--- src/dedekindPkg.sv ---
`default_nettype none

package dedekindPkg;

    typedef logic [127:0] botT;      // eight parts, part i at bits i*16
    typedef logic [15:0] partT;
    typedef logic [5:0] permMaskT;   // bit 5 = ABC ... bit 0 = CBA
    typedef logic [2:0] permIdxT;

    localparam permIdxT PERM_ABC = 3'd5;   // identity
    localparam permIdxT PERM_ACB = 3'd4;
    localparam permIdxT PERM_BAC = 3'd3;
    localparam permIdxT PERM_BCA = 3'd2;
    localparam permIdxT PERM_CAB = 3'd1;
    localparam permIdxT PERM_CBA = 3'd0;
    localparam permIdxT PERM_NONE = 3'd7;

    localparam int PERM_COUNT = 6;

    // index of the highest set mask bit, PERM_NONE for an empty mask
    function automatic permIdxT highestPerm(input permMaskT mask);
        permIdxT idx;
        idx = PERM_NONE;
        for (int i = 0; i < PERM_COUNT; i++) begin
            if (mask[i]) begin
                idx = permIdxT'(i);   // ascending, so the last hit wins
            end
        end
        return idx;
    endfunction

endpackage

`default_nettype wire

--- src/botPermuteSelector.sv ---
`timescale 1ns/1ps
`default_nettype none

module botPermuteSelector (
    input  dedekindPkg::botT     bot,
    input  dedekindPkg::permMaskT mask,
    output dedekindPkg::botT     permutedBot
);
    import dedekindPkg::*;

    partT parts [8];
    partT oneVar [3];
    partT twoVar [3];
    logic [1:0] selFirst;
    logic [1:0] selSecond;
    logic [1:0] selThird;

    always_comb begin
        for (int i = 0; i < 8; i++) begin
            parts[i] = bot[i*16 +: 16];
        end
    end

    assign oneVar[0] = parts[3'b001];
    assign oneVar[1] = parts[3'b010];
    assign oneVar[2] = parts[3'b100];

    assign twoVar[0] = parts[3'b110];   // complement of 001
    assign twoVar[1] = parts[3'b101];
    assign twoVar[2] = parts[3'b011];

    always_comb begin
        case (highestPerm(mask))
            PERM_ACB: begin
                selFirst = 2'd0;
                selSecond = 2'd2;
                selThird = 2'd1;
            end
            PERM_BAC: begin
                selFirst = 2'd1;
                selSecond = 2'd0;
                selThird = 2'd2;
            end
            PERM_BCA: begin
                selFirst = 2'd1;
                selSecond = 2'd2;
                selThird = 2'd0;
            end
            PERM_CAB: begin
                selFirst = 2'd2;
                selSecond = 2'd0;
                selThird = 2'd1;
            end
            PERM_CBA: begin
                selFirst = 2'd2;
                selSecond = 2'd1;
                selThird = 2'd0;
            end
            default: begin   // ABC, also covers an empty mask
                selFirst = 2'd0;
                selSecond = 2'd1;
                selThird = 2'd2;
            end
        endcase
    end

    assign permutedBot = {
        parts[3'b111],
        twoVar[selFirst],
        twoVar[selSecond],
        oneVar[selThird],
        twoVar[selThird],
        oneVar[selSecond],
        oneVar[selFirst],
        parts[3'b000]
    };

endmodule

`default_nettype wire

--- src/symmetryFilter.sv ---
`timescale 1ns/1ps
`default_nettype none

module symmetryFilter #(
    parameter int EXTRA_DATA_WIDTH = 12
) (
    input  logic                        clk,
    input  logic                        rst,
    input  logic                        botInValid,
    input  dedekindPkg::botT            botIn,
    input  logic [EXTRA_DATA_WIDTH-1:0] extraDataIn,
    input  logic                        load,
    output logic                        maskValid,
    output dedekindPkg::botT            heldBot,
    output logic [EXTRA_DATA_WIDTH-1:0] heldExtra,
    output dedekindPkg::permMaskT       heldMask
);
    import dedekindPkg::*;

    botT perm [PERM_COUNT];
    permMaskT distinct;

    for (genvar i = 0; i < PERM_COUNT; i++) begin : genPerm
        localparam permMaskT ONE_HOT = permMaskT'(1) << i;

        botPermuteSelector selector (
            .bot        (botIn),
            .mask       (ONE_HOT),
            .permutedBot(perm[i])
        );
    end

    // a permutation counts only if no higher-priority one gives the same bot
    always_comb begin
        for (int i = 0; i < PERM_COUNT; i++) begin
            distinct[i] = 1'b1;
            for (int j = i + 1; j < PERM_COUNT; j++) begin
                if (perm[i] == perm[j]) begin
                    distinct[i] = 1'b0;
                end
            end
        end
    end

    always_ff @(posedge clk) begin
        if (rst) begin
            maskValid <= 1'b0;
        end else if (botInValid) begin
            maskValid <= 1'b1;
        end else if (load) begin
            maskValid <= 1'b0;   // slot handed over
        end
    end

    always_ff @(posedge clk) begin
        if (botInValid) begin
            heldBot <= botIn;
            heldExtra <= extraDataIn;
            heldMask <= distinct;
        end
    end

    // upstream holds a single credit, returned only by load
    inputSlotFree: assert property (
        @(posedge clk) disable iff (rst) botInValid |-> !maskValid
    ) else $error("bot arrived while filter slot is full");

endmodule

`default_nettype wire

--- src/botPermuter.sv ---
`timescale 1ns/1ps
`default_nettype none

module botPermuter #(
    parameter int EXTRA_DATA_WIDTH = 12
) (
    input  logic                        clk,
    input  logic                        rst,
    input  logic                        maskValid,
    input  dedekindPkg::botT            heldBot,
    input  logic [EXTRA_DATA_WIDTH-1:0] heldExtra,
    input  dedekindPkg::permMaskT       heldMask,
    input  logic                        creditAvail,
    output logic                        load,
    output logic                        consume,
    output logic                        permutedBotValid,
    output dedekindPkg::botT            permutedBot,
    output dedekindPkg::permIdxT        selectedPermutation,
    output logic [EXTRA_DATA_WIDTH-1:0] extraDataOut
);
    import dedekindPkg::*;

    typedef enum logic {
        IDLE,
        RUN
    } permStateT;

    permStateT state;
    botT savedBot;
    logic [EXTRA_DATA_WIDTH-1:0] savedExtra;
    permMaskT remaining;
    permMaskT nextRemaining;
    permIdxT nextIdx;
    botT selectedBot;

    assign load = (state == IDLE) && maskValid;
    assign consume = (state == RUN) && creditAvail;

    assign nextIdx = highestPerm(remaining);
    assign nextRemaining = remaining & ~(permMaskT'(1) << nextIdx);   // drop retired bit

    botPermuteSelector selector (
        .bot        (savedBot),
        .mask       (remaining),
        .permutedBot(selectedBot)
    );

    always_ff @(posedge clk) begin
        if (rst) begin
            state <= IDLE;
            remaining <= '0;
        end else begin
            case (state)
                IDLE: begin
                    if (load) begin
                        state <= RUN;
                        remaining <= heldMask;
                    end
                end
                RUN: begin
                    if (consume) begin   // stalls here without credit
                        remaining <= nextRemaining;
                        if (nextRemaining == '0) begin
                            state <= IDLE;
                        end
                    end
                end
                default: state <= IDLE;
            endcase
        end
    end

    always_ff @(posedge clk) begin
        if (load) begin
            savedBot <= heldBot;
            savedExtra <= heldExtra;
        end
    end

    always_ff @(posedge clk) begin
        if (rst) begin
            permutedBotValid <= 1'b0;
            selectedPermutation <= PERM_NONE;
        end else begin
            permutedBotValid <= consume;
            selectedPermutation <= consume ? nextIdx : PERM_NONE;
        end
    end

    always_ff @(posedge clk) begin
        if (consume) begin
            permutedBot <= selectedBot;
            extraDataOut <= savedExtra;
        end
    end

    // every retirement takes a real mask bit inside a burst
    consumeInBurst: assert property (
        @(posedge clk) disable iff (rst) consume |-> (state == RUN) && (remaining != '0)
    ) else $error("consume outside a burst");

    // the filter always marks the identity, so a burst is never empty
    loadedMaskNotEmpty: assert property (
        @(posedge clk) disable iff (rst) load |=> remaining != '0
    ) else $error("empty mask loaded");

endmodule

`default_nettype wire

--- src/creditPool.sv ---
`timescale 1ns/1ps
`default_nettype none

module creditPool #(
    parameter int OUT_CREDITS = 4
) (
    input  logic clk,
    input  logic rst,
    input  logic outCredit,
    input  logic consume,
    output logic creditAvail
);
    localparam int COUNT_WIDTH = $clog2(OUT_CREDITS + 1);

    typedef logic [COUNT_WIDTH-1:0] countT;

    localparam countT FULL = countT'(OUT_CREDITS);

    countT count;

    always_ff @(posedge clk) begin
        if (rst) begin
            count <= FULL;   // initial downstream grant
        end else begin
            case ({outCredit, consume})
                2'b10: count <= count + countT'(1);
                2'b01: count <= count - countT'(1);
                default: count <= count;   // none, or return and use together
            endcase
        end
    end

    assign creditAvail = count != '0;

    // downstream never returns more than it granted
    noOverflow: assert property (
        @(posedge clk) disable iff (rst) (outCredit && !consume) |-> count < FULL
    ) else $error("output credit overflow");

    noUnderflow: assert property (
        @(posedge clk) disable iff (rst) consume |-> count != '0
    ) else $error("consume with no credit");

endmodule

`default_nettype wire

--- src/botPermutePipeline.sv ---
`timescale 1ns/1ps
`default_nettype none

module botPermutePipeline #(
    parameter int EXTRA_DATA_WIDTH = 12,
    parameter int OUT_CREDITS = 4
) (
    input  logic                        clk,
    input  logic                        rst,
    input  logic                        botInValid,
    input  dedekindPkg::botT            botIn,
    input  logic [EXTRA_DATA_WIDTH-1:0] extraDataIn,
    output logic                        inCredit,
    input  logic                        outCredit,
    output logic                        permutedBotValid,
    output dedekindPkg::botT            permutedBot,
    output dedekindPkg::permIdxT        selectedPermutation,
    output logic [EXTRA_DATA_WIDTH-1:0] extraDataOut
);
    import dedekindPkg::*;

    logic maskValid;
    botT heldBot;
    logic [EXTRA_DATA_WIDTH-1:0] heldExtra;
    permMaskT heldMask;
    logic load;
    logic consume;
    logic creditAvail;

    symmetryFilter #(
        .EXTRA_DATA_WIDTH(EXTRA_DATA_WIDTH)
    ) filter (
        .clk        (clk),
        .rst        (rst),
        .botInValid (botInValid),
        .botIn      (botIn),
        .extraDataIn(extraDataIn),
        .load       (load),
        .maskValid  (maskValid),
        .heldBot    (heldBot),
        .heldExtra  (heldExtra),
        .heldMask   (heldMask)
    );

    botPermuter #(
        .EXTRA_DATA_WIDTH(EXTRA_DATA_WIDTH)
    ) permuter (
        .clk                (clk),
        .rst                (rst),
        .maskValid          (maskValid),
        .heldBot            (heldBot),
        .heldExtra          (heldExtra),
        .heldMask           (heldMask),
        .creditAvail        (creditAvail),
        .load               (load),
        .consume            (consume),
        .permutedBotValid   (permutedBotValid),
        .permutedBot        (permutedBot),
        .selectedPermutation(selectedPermutation),
        .extraDataOut       (extraDataOut)
    );

    creditPool #(
        .OUT_CREDITS(OUT_CREDITS)
    ) pool (
        .clk        (clk),
        .rst        (rst),
        .outCredit  (outCredit),
        .consume    (consume),
        .creditAvail(creditAvail)
    );

    assign inCredit = load;   // hand-off frees the filter slot

endmodule

`default_nettype wire

--- config.mk ---
export PLATFORM = sky130hd
export DESIGN_NAME = botPermutePipeline
export DESIGN_NICKNAME = d
export VERILOG_FILES = /design/src/dedekindPkg.sv /design/src/botPermuteSelector.sv /design/src/symmetryFilter.sv /design/src/botPermuter.sv /design/src/creditPool.sv /design/src/botPermutePipeline.sv
export SDC_FILE = /design/constraint.sdc
export NUM_CORES = 1
export LEC_CHECK = 0
export ABC_CLOCK_PERIOD_IN_PS = 8700
export BUFFER_PORTS_ARGS = -buffer_cell sky130_fd_sc_hd__buf_4
export CORE_ASPECT_RATIO = 1.2
export CORE_MARGIN = 2
export CORE_UTILIZATION = 50
export DETAILED_ROUTE_END_ITERATION = 16
export GPL_TIMING_DRIVEN = 0
export PLACE_DENSITY = 0.68
export SLEW_MARGIN = 20
export SYNTH_ARGS = -nofsm -noshare
export SYNTH_HDL_FRONTEND = slang
export SYNTH_SLANG_ARGS = --single-unit
--- constraint.sdc ---
create_clock -name clk -period 8.7 [get_ports clk]
set_input_delay 1.74 -clock clk [delete_from_list [all_inputs] [get_ports clk]]
set_output_delay 1.74 -clock clk [all_outputs]
set_load 0.03 [all_outputs]
* Yosys cells after proc, flatten, opt, wreduce, memory -nomap -nowiden
Cells that the tools add are included.
Word-level totals: bits in latches 0, memories kept 0, flip-flop bits (word level) 440, RAM bits 0, bits in read-only memories 0, logic and storage cells 110
Operators by class: $add $sub $neg 2, bitwise operators 7, equality and inequality tests 20, div/mod/pow operators 0, shift operators 1, order comparisons 3, multiplexer cells 42, multiply operators 0, reduce and logical (&&, ||, !) cells 18
Operator list (count):
- == test 96 bit | 6
- == test 64 bit | 6
- binary-select mux 16 bit (select 2 bit) | 6
- 2-to-1 mux 16 bit | 12
- 2-to-1 mux 3 bit | 6
- OR reduction 2 bit | 8
- 2-to-1 mux 6 bit | 2
- one-hot mux 2 bit (2 select lines) | 3
- one-hot mux 6 bit (2 select lines) | 1
- 2-to-1 mux 1 bit | 10
- greater-or-equal comparator 3 bit, second input constant | 3
- NOT 2 -> 3 bit | 3
- AND 6 bit | 1
- == test 3 x 2 -> 1 bit, second input constant | 2
- logical NOT 6 bit | 1
- NOT 6 bit | 1
- one-hot mux 3 bit (2 select lines) | 1
- << shifter 1 x 3 -> 6 bit, first input constant | 1
- nonzero test 2 bit | 2
- OR reduction 4 bit | 1
- adder 3 x 1 -> 3 bit, second input constant | 1
- == test 3 x 1 -> 1 bit, second input constant | 1
- == test 3 bit, second input constant | 1
- logical NOT 3 bit | 1
- 11 further kinds | 13

* Logic depth before layout (Yosys ltp)
Gate-level depths: netlist (run 1).
depth in word-level cells 13, depth in mapped cells 9

* By module
Synthesis (run 1) repeated with hierarchy kept, for this count alone.
Unflattened totals: cells, all modules 6665, area total of the unflattened synthesis 53481.3 µm²
Modules (own cells, without submodules):
- symmetryFilter | cells an instance 3525, area each 28312.2 µm², seq. area each 4374.2 µm², instances 1
- botPermuteSelector | cells an instance 398, area each 2303.5 µm², seq. area each 0.0 µm², instances 7
- botPermuter | cells an instance 339, area each 8888.5 µm², seq. area each 8628.3 µm², instances 1
- creditPool | cells an instance 15, area each 156.4 µm², seq. area each 60.1 µm², instances 1

* Least setup slack after synthesis (run 1)
No wires, ideal clock.
path type reg2out, from register filter.maskValid, to output inCredit, required time 6.960 ns, path slack 2.289 ns, stages on the path, launching flop included 3, data arrival time 4.671 ns, cell sequence dfxtp_1 > nor2b_1 > clkbuf_1
Between the ends: word-level cells in the longest chain between the ends 1
Ends and longest elaborated chain:
- from (decl) | RTL line symmetryFilter.sv:13 | output logic maskValid,
- from (signal assigned) | RTL line symmetryFilter.sv:47 | maskValid <= 1'b0;
- from (signal assigned) | RTL line symmetryFilter.sv:49 | maskValid <= 1'b1;
- from (signal assigned) | RTL line symmetryFilter.sv:51 | maskValid <= 1'b0;
- logical AND 1 bit | RTL line botPermuter.sv:36 | assign load = (state == IDLE) && maskValid;
- to (decl) | RTL line botPermutePipeline.sv:13 | output logic inCredit,
Every way passes these cells.

* Worst setup path in the final report (run 1)
from register permuter.state, to output inCredit
Between the ends: word-level cells in the longest chain between the ends 2
Ends and longest elaborated chain:
- from (decl) | RTL line botPermuter.sv:28 | permStateT state;
- from (signal assigned) | RTL line botPermuter.sv:50 | state <= IDLE;
- from (signal assigned) | RTL line botPermuter.sv:56 | state <= RUN;
- from (signal assigned) | RTL line botPermuter.sv:64 | state <= IDLE;
- NOT 1 bit | RTL line botPermuter.sv:36
- logical AND 1 bit | RTL line botPermuter.sv:36
Every way passes these cells.

==> metrics.txt, run 1 <==
Post-Route WL 41100 um; CP Class reg2out; H-tree depth 2; CP Data Arrival Time 2.21 ns; crit-path cells nor2b_1, clkbuf_4, buf_16, buf_4; Detailed Place HPWL 28400 um; CTS tree done; Synth area leader edfxtp_1; share of cells above drive strength 1 0.277; Crit-path slowest cell clkbuf_4; setup tns final 0 ns; launch point of the worst reg-to-reg path permuter.state$_SDFF_PP0_; Peak VDD IR 0.139 mV; wire length per cell 23.0 um; clock skew 0.0171 ns; Seq/Total Area, Yosys 0.790; first-pass GRT wire length 58800 um; num rows 72; origin of the worst setup path permuter.state$_SDFF_PP0_; # port buffers 288; Worst Max-Slew Pin Slew 1.19 ns; DRC viols 0; # IOs 289; die area 34600 um^2; Clock Latency Late Sink 0.55 ns; post-CTS setup buffer count 0; FILL cells 2434; Hold Path Class reg2reg; Distinct cells, synth 39; Cell Area, Synth 16500 um^2; Pre-antenna DRT Iters 5; CP max stage delay 0.55 ns; Avg Cell Area, Syn 16.5 um^2; Initial Utilization 0.510; Die X-Extent 170 um; crit end category output pin; startpoint types flip-flop; fin nets 1487; Period minus WS final 3.95 ns; commonest non-fill, non-tap cell in the layout edfxtp_1; post-CTS sizing 0; cts hold-fix bufs 0; Via-to-Cell Ratio 5.48; outcome complete, no violations; RSZ-0062 raised after global routing false; commonest non-fill, non-tap cells in the layout edfxtp_1, buf_4, nand2_1, xor2_1, nor2_1; area delta synth->final 24.9%; Final Hold Viols 0; total CTS buffers 42; hold_sp filter.heldBot[76]$_DFFE_PP_; 1st-iter DRT viols 876; final setup violating endpoints 0; clock buffer depth 3; CP bufs+invs 3; CP max FO 53; Yosys top cell area share 0.772; via count 9768; power per cell area 240 nW/um^2; Die H 203 um; clock slew seen by the registers of the worst setup and hold paths 0.07 ns; largest net degree at the start of global routing 80; GPL Wtd Cong 0.894; initial antenna violation count 5; DRT antenna net count 0; GRT overflow 0; Highest Clock Rate 0.253 GHz; vias in the first global route 9767; GR Util All Layers 0.235; Slew Limit Fails 0; Post-Syn Nets 1151; overall power 4950 uW; Seq cells post-synth 440; Ys Warns 0; P_leak 0.00772 uW; total core area 32400 um^2; Root Driver clkbuf_16; Tcrit/Tclk final 0.454; MaxCap Viol Count 0; Synth Instances 1005; Slew headroom 0.208; clock sinks 440; Crit path max-delay family buffers and inverters; CP Data Required Time 6.96 ns; top area cells in the synthesized netlist edfxtp_1, xor2_1, mux2i_1
-- state kept, by name (all words and copies together), names as in the netlist --
name and cells:
permuter.extraDataOut 12, permuter.permutedBotValid 1, pool.count 3, filter.maskValid 1, permuter.state 1, filter.heldExtra 12
filter.heldBot 128, permuter.selectedPermutation 3, filter.heldMask 5, permuter.permutedBot 128, permuter.savedBot 128, permuter.savedExtra 12
permuter.remaining 6
-- cells by family after synthesis --
kind of cell / share of synthesized area
simple gates: 0.0592
mux: 0.0387
flops: 0.790
compound gates: 0.0430
fa+ha+maj: 0.00257
xor+xnor: 0.0519
buf+inv: 0.0148
-- stage by stage --
step           cell area, um^2  hold WS [ns]  instances   util  setup slack (ns)
4_1_cts                  20600         0.400       1778  0.637              4.72
3_3_place_gp             19200         0.400       1700  0.592            0.0650
5_1_grt                  20600         0.411       1779  0.637              4.59
6_report                 20700         0.403       1782  0.637              4.75
3_5_place_dp             19300         0.405       1704  0.596              5.03
2_1_floorplan            16500         0.400       1005      -              2.29
-- area by class of cell --
cell class	count	area, um^2	share of cell area
Timing Repair Buffer	292	2280	0.110
Tap cell	407	509	0.0247
Buffer	39	214	0.0104
Inverter	9	41.3	0.00200
Clock buffer	51	1150	0.0556
Antenna cell	4	10.0	0.000485
Sequential cell	440	13100	0.632
Multi-Input combinational cell	517	3240	0.157
Clock inverter	23	154	0.00745
-- cell usage after synthesis, drive strengths merged --
cell and instances:
nor4 25, o31ai 1, o31a 1, a21boi 1, nand2b 1, o211ai 1
nor3b 1, nand2 100, nor2 84, a21oi 41, o21ai 43, nor3 6
maj3 1, a2111oi 1, xor2 98, or3b 1, o41ai 1, dfxtp 15
ha 1, a22oi 1, nor2b 3, mux2i 64, nand4 6, edfxtp 425
clkbuf 17, inv 9, o21a 1, or2 1, a31oi 32, fa 1
buf 22
-- report_power, final --
part | total [uW] | internal, uW | switching [uW]
registers | 2580 | 2520 | 56.3
clock network | 1740 | 995 | 745
logic | 632 | 214 | 418
total | 4950 | 3730 | 1220
-- per-layer routing --
layer	vias to the layer above	share of wire	global-route usage	wire, um
li1	4432	-	-	-
met1	4762	0.36	0.281	14800
met2	467	0.51	0.408	21000
met3	105	0.088	0.0538	3620
met4	2	0.041	0.106	1700
met5	-	0.00044	0	18
-- final timing paths --
| check | slack, ns | to | depth (start not counted) |
|---|---|---|---|
| setup reg to reg | 5.93 | pool.count[2]$_SDFFE_PP1P_ | 8 |
| hold reg to reg | 0.40 | permuter.savedBot[76]$_DFFE_PP_ | 0 |
| hold / removal | 0.40 | permuter.savedBot[76]$_DFFE_PP_ | 0 |
| setup / recovery | 4.75 | inCredit | 4 |
No activity file was read; power rests on OpenSTA's default activity.
==> inputs of run 2 (changes only) <==
Settings changed: ABC_CLOCK_PERIOD_IN_PS 8700 to 3250, PLACE_DENSITY 0.68 to 0.71.
Clock period 8.7 ns to 3.25 ns, I/O delays scaled along.
==> run 2 against run 1 <==
Clock power rose to 2.9 times the previous value. Clock-buffer cell count down 3. Sequential cell count unchanged. Non-clock buffer count up 2. Critical path type is now reg2reg. Critical endpoint is now pool.count[2]$_SDFFE_PP1P_. Highest routed layer unchanged.
==> metrics.txt, run 2 (same netlist as run 1, synthesis figures left out) <==
DRT antenna net count 0 (unchanged); CP Data Required Time 3.68 ns (-3.28 ns); first-pass GRT wire length 58200 um (-1.0%); outcome complete, no violations; GR Util All Layers 0.232 (-0.00301); clock sinks 440 (unchanged); CP Class reg2reg; Worst R2R Setup Slack 0.27 ns (-5.66 ns); CP max stage delay 0.71 ns (+0.16 ns); Die X-Extent 170 um (unchanged); MaxCap Viol Count 0 (unchanged); Post-Route WL 40800 um (-0.72%); CP bufs+invs 2 (-1); Period minus WS final 2.98 ns; total CTS buffers 41 (-2.4%); startpoint types flip-flop; crit end category flip-flop; Highest Clock Rate 0.336 GHz; Pre-antenna DRT Iters 5 (unchanged); final setup violating endpoints 0 (unchanged); wire length per cell 22.9 um (-0.66%); CP Data Arrival Time 3.41 ns (+1.20 ns); worst r2r dst pool.count[2]$_SDFFE_PP1P_; share of cells above drive strength 1 0.285 (+0.00782); area delta synth->final 26.0%; GRT overflow 0 (unchanged); CP Depth 8 (+4); clock skew 0.0178 ns (+0.000662 ns); via count 9740 (-0.29%); clock buffer depth 3 (unchanged); Hold WS 0.280 ns (-0.123 ns); Crit path max-delay family buffers and inverters; Slew headroom 0.315 (+0.107); CP max FO 29 (-45%); pre-CTS WS 0.280 ns (-4.75 ns); Crit-path slowest cell clkinvlp_4; Tcrit/Tclk final 0.915; Hold EP filter.heldBot[126]$_DFFE_PP_; Net Sw Frac 0.240 (-0.00650); clock network fraction of design power 0.371 (+0.020); register area 13100 um^2 (about the same); H-tree depth 2 (unchanged); RSZ-0062 raised after global routing false; initial antenna violation count 4 (-1); crit-path cells o31ai_4, clkinvlp_4, ha_1, inv_2, fa_2, xor2_1, nor3_1, or3b_4; Reg power frac 0.505 (-0.016); power per cell area 657 nW/um^2 (+170%); Initial Utilization 0.510 (unchanged); Slew Limit Fails 0 (unchanged); Final Hold Viols 0 (unchanged); num rows 72 (unchanged); post-CTS sizing 0 (unchanged); DRC viols 0 (unchanged); Comb pwr share 0.124 (-0.004); fin nets 1488 (+0.067%); Hold Path Class in2reg; P_leak 0.00778 uW (+0.83%); largest net degree at the start of global routing 106 (+33%); # port buffers 288 (unchanged); die area 34600 um^2 (unchanged); internal cell power 10400 uW (+180%); Peak VDD IR 0.443 mV (+220%); commonest non-fill, non-tap cells in the layout edfxtp_1, buf_4, nand2_1, xor2_1, nor2_1; # IOs 289 (unchanged); hold_sp botIn[126]; GPL Wtd Cong 0.964 (+7.8%); Placed Area 19400 um^2 (+0.26%); vias in the first global route 9784 (+0.17%); launch point of the worst reg-to-reg path pool.count[0]$_SDFFE_PP0P_; overall power 13700 uW (+180%); Hold Crit Depth 1 (+1); final instance area 20800 um^2 (+0.88%); total core area 32400 um^2 (unchanged); 1st-iter DRT viols 939 (+7.2%); Root Driver clkbuf_16; fin worst setup slack 0.275 ns (-4.47 ns); area occupied by multi-input gates 3250 um^2 (+0.43%); Worst Reg2Reg Path Length in Cells 8 (unchanged); Via-to-Cell Ratio 5.47 (-0.23%); FILL cells 2316 (-4.8%); Clock Latency Late Sink 0.54 ns (about the same); post-CTS setup buffer count 0 (unchanged); Detailed Place HPWL 28700 um (+1.1%); cts hold-fix bufs 0 (unchanged); CTS tree done; commonest non-fill, non-tap cell in the layout edfxtp_1; Worst Max-Slew Pin Slew 1.03 ns (-0.160 ns); switching pwr 3280 uW (+170%); top flop regs filter.heldBot x128, permuter.permutedBot x128, permuter.savedBot x128; Die H 203 um (unchanged); clock slew seen by the registers of the worst setup and hold paths 0.07 ns (about the same)
## run 2: changes by cell type in the layout (fill, tap and decap cells not counted), moves of 3 or more
cell        previous run  this run
clkbuf_1              22        19
bufinv_16              2         8
clkinv_2               8         3
clkinv_1              12         8
buf_12                 0         3
clkinvlp_4             0         4
## run 2: worst max-delay path by stage
stage	from	endpoint	slack, ns
global placement	pool.count[1]$_SDFFE_PP0P_	pool.count[2]$_SDFFE_PP1P_	-2.15
CTS	permuter.state$_SDFF_PP0_	inCredit	0.23
detailed placement	pool.count[0]$_SDFFE_PP0P_	pool.count[2]$_SDFFE_PP1P_	0.28
global route	pool.count[0]$_SDFFE_PP0P_	pool.count[2]$_SDFFE_PP1P_	0.12
floorplan	pool.count[1]$_SDFFE_PP0P_	pool.count[2]$_SDFFE_PP1P_	-1.03
finish	pool.count[0]$_SDFFE_PP0P_	pool.count[2]$_SDFFE_PP1P_	0.27
## run 2: metrics by stage
| stage | instances | util | setup TNS [ns] |
|---|---|---|---|
| 3_3_place_gp | 1700 | 0.593 | -223.29 |
| 2_1_floorplan | 1005 | - | -6.41 |
| 6_report | 1781 | 0.643 | 0 |
| 5_1_grt | 1781 | 0.643 | 0 |
| 4_1_cts | 1779 | 0.642 | 0 |
| 3_5_place_dp | 1706 | 0.598 | 0 |
## run 2: worst reg2reg max path, delay by kind of cell (launching register included)
family	cells	cell delay (ns)
DFF	1	0.36
AOI/OAI and AO/OA	1	0.41
adders and majority gates	2	0.70
and+or+nand+nor	2	0.44
xor gates and xnor gates	1	0.18
buffers and inverters	2	0.77
## run 2: area by class of cell
| class | count | area share |
|---|---|---|
| multi-input combinational | 517 | 0.156 |
| sequential | 440 | 0.627 |
| timing repair buffer | 294 | 0.111 |
| inverter | 9 | 0.00180 |
| clock inverter | 25 | 0.0160 |
| antenna | 2 | 0.000240 |
| buffer | 39 | 0.0106 |
| clock buffer | 48 | 0.0530 |
| tap | 407 | 0.0244 |
## run 2: power by group through the flow
stage	sequential, uW	clock, uW	combinational [uW]
2_1_floorplan	7270	0	625
5_1_grt	6940	5390	1800
3_3_place_gp	7040	0	1630
4_1_cts	6910	5180	1700
3_5_place_dp	7030	0	1690
6_report	6910	5090	1700
## run 2: routing by layer
metal | GRT usage | part of all wire | vias up
met3 | 0.0489 | 0.077 | 102
li1 | - | - | 4426
met2 | 0.402 | 0.51 | 454
met1 | 0.275 | 0.37 | 4754
met4 | 0.116 | 0.046 | 4
met5 | 0 | 0.00064 | -
==> inputs of run 3 (changes only) <==
Settings changed: ABC_AREA from default to 0, CORE_ASPECT_RATIO 1.2 to default.
==> run 3 against run 2 <==
Via count is 2.0% higher. Global-route usage is 0.69 points higher. Sequential power hardly changed. Sequential share of layout area is 0.13 points higher. Worst hold slack hardly changed. Critical endpoint unchanged. Largest power group unchanged.
==> metrics.txt, run 3 (same netlist as run 1, synthesis figures left out) <==
outcome complete, no violations; 1st-iter DRT viols 1053 (+12%); CTS tree done; Slew headroom 0.202 (-0.113); worst r2r dst pool.count[2]$_SDFFE_PP1P_; MaxCap Viol Count 0 (unchanged); clock buffer depth 3 (unchanged); power per cell area 644 nW/um^2 (-2.0%); largest net degree at the start of global routing 86 (-19%); Hold WS 0.280 ns (+0.000402 ns); Net Sw Frac 0.247 (+0.00741); startpoint types flip-flop; die area 34500 um^2 (about the same); RSZ-0062 raised after global routing false; GR Util All Layers 0.239 (+0.00687); Hold Path Class in2reg; internal cell power 10100 uW (-3.2%); Tcrit/Tclk final 0.902 (-0.0131); first-pass GRT wire length 59400 um (+2.0%); Worst Max-Slew Pin Slew 1.20 ns (+0.170 ns); CP Data Arrival Time 3.34 ns (-0.07 ns); Highest Clock Rate 0.341 GHz (+1.4%); clock slew seen by the registers of the worst setup and hold paths 0.06 ns (about the same); Die X-Extent 186 um (+9.3%); total CTS buffers 44 (+7.3%); clock network fraction of design power 0.356 (-0.015); Slew Limit Fails 0 (unchanged); switching pwr 3310 uW (+0.80%); Final Hold Viols 0 (unchanged); Clock Latency Late Sink 0.54 ns (about the same); via count 9930 (+2.0%); Critical Path Sink pool.count[2]$_SDFFE_PP1P_; origin of the worst setup path pool.count[0]$_SDFFE_PP0P_; Root Driver clkbuf_16; DRT antenna net count 0 (unchanged); Worst Reg2Reg Path Length in Cells 8 (unchanged); clock skew 0.0215 ns (+0.00377 ns); commonest non-fill, non-tap cell in the layout edfxtp_1; Final Non-Filler Cells 1822 (+2.3%); CP Class reg2reg; top flop regs filter.heldBot x128, permuter.permutedBot x128, permuter.savedBot x128; fin nets 1491 (+0.20%); Worst R2R Setup Slack 0.32 ns (+0.04 ns); Die H 186 um (-8.5%); P_leak 0.00774 uW (-0.51%); Post-Route WL 41500 um (+1.9%); dpl cells 1741 (+2.1%); total core area 32500 um^2 (+0.32%); num rows 66 (-8.3%); initial antenna violation count 4 (unchanged); final setup violating endpoints 0 (unchanged); commonest non-fill, non-tap cells in the layout edfxtp_1, buf_4, nand2_1, xor2_1, nor2_1; post-CTS setup buffer count 0 (unchanged); share of cells above drive strength 1 0.280 (-0.00539); Comb pwr share 0.128 (+0.004); CP Data Required Time 3.66 ns (-0.02 ns); GRT overflow 0 (unchanged); Period minus WS final 2.93 ns (-0.0424 ns); CP max stage delay 0.66 ns (-0.05 ns); clock sinks 440 (unchanged); DRC viols 0 (unchanged); # port buffers 288 (unchanged); final core occ 0.639 (-0.00338); Peak VDD IR 0.586 mV (+32%); cts hold-fix bufs 0 (unchanged); Via-to-Cell Ratio 5.45 (-0.34%); H-tree depth 2 (unchanged); Initial Utilization 0.508 (-0.00165); post-CTS sizing 0 (unchanged); area delta synth->final 25.7%; Detailed Place HPWL 28900 um (+0.69%); vias in the first global route 9899 (+1.2%); launch point of the worst reg-to-reg path pool.count[0]$_SDFFE_PP0P_; crit-path cells o31ai_4, clkinvlp_4, ha_1, inv_2, fa_2, xor2_1, nor3_1, or3b_4; wire length per cell 22.8 um (-0.42%); Reg power frac 0.516 (+0.011); # IOs 289 (unchanged); GPL Wtd Cong 0.831 (-14%); Crit-path slowest cell clkinvlp_4; CP Depth 8 (unchanged); Pre-antenna DRT Iters 5 (unchanged); crit end category flip-flop; FILL cells 2388 (+3.1%); setup tns final 0 ns (unchanged); CP max FO 30 (+3.4%); Crit path max-delay family buffers and inverters; CP bufs+invs 2 (unchanged)
## run 3: worst min-delay path by stage
stage                                startpoint                                   to  slack, ns  cells after the start
2_1_floorplan  permuter.savedExtra[0]$_DFFE_PP_   permuter.extraDataOut[0]$_DFFE_PP_       0.40                      0
3_3_place_gp   permuter.savedBot[113]$_DFFE_PP_  permuter.permutedBot[113]$_DFFE_PP_       0.40                      0
3_5_place_dp   permuter.savedExtra[2]$_DFFE_PP_   permuter.extraDataOut[2]$_DFFE_PP_       0.40                      0
4_1_cts                               botIn[10]         filter.heldBot[10]$_DFFE_PP_       0.26                      1
5_1_grt                               botIn[10]         filter.heldBot[10]$_DFFE_PP_       0.26                      1
6_report                              botIn[10]         filter.heldBot[10]$_DFFE_PP_       0.28                      1
## run 3: worst register-to-register path, stage by stage, from the launching register on
cell,delay [ns]
dfxtp_1,0.35
o31ai_4,0.41
clkinvlp_4,0.66
ha_1,0.51
inv_2,0.06
fa_2,0.18
xor2_1,0.20
nor3_1,0.08
or3b_4,0.36
## run 3: layer usage
metal | up-vias | GRT usage | wire length, um
li1 | 4441 | - | -
met1 | 4871 | 0.296 | 15500
met2 | 512 | 0.398 | 20400
met3 | 104 | 0.0630 | 4010
met4 | 2 | 0.104 | 1670
met5 | - | 0 | 11
## run 3: per-stage QoR
stage | power (uW) | cell area (um^2) | setup slack [ns]
global placement | 8660 | 19300 | -2.18
CTS | 13400 | 20800 | 0.286
finish | 13400 | 20800 | 0.317
floorplan | 7900 | 16600 | -1.03
detailed placement | 8720 | 19400 | 0.298
global route | 13800 | 20800 | 0.128
## run 3: power groups by stage
| stage | Combinational (uW) | Clock (uW) | Sequential [uW] |
|---|---|---|---|
| floorplan | 625 | 0 | 7270 |
| global placement | 1630 | 0 | 7030 |
| detailed placement | 1700 | 0 | 7030 |
| CTS | 1710 | 4820 | 6910 |
| global route | 1810 | 5050 | 6950 |
| finish | 1720 | 4760 | 6910 |
## run 3: final cells by class
type / count / area (um^2) / area share
antenna: 3 / 7.51 / 0.000361
buffer: 39 / 220 / 0.0106
clock buffer: 57 / 1190 / 0.0573
clock inverter: 21 / 159 / 0.00764
inverter: 9 / 37.5 / 0.00180
multi-input combinational: 517 / 3250 / 0.156
sequential: 440 / 13100 / 0.628
tap: 442 / 553 / 0.0266
timing repair buffer: 294 / 2310 / 0.111
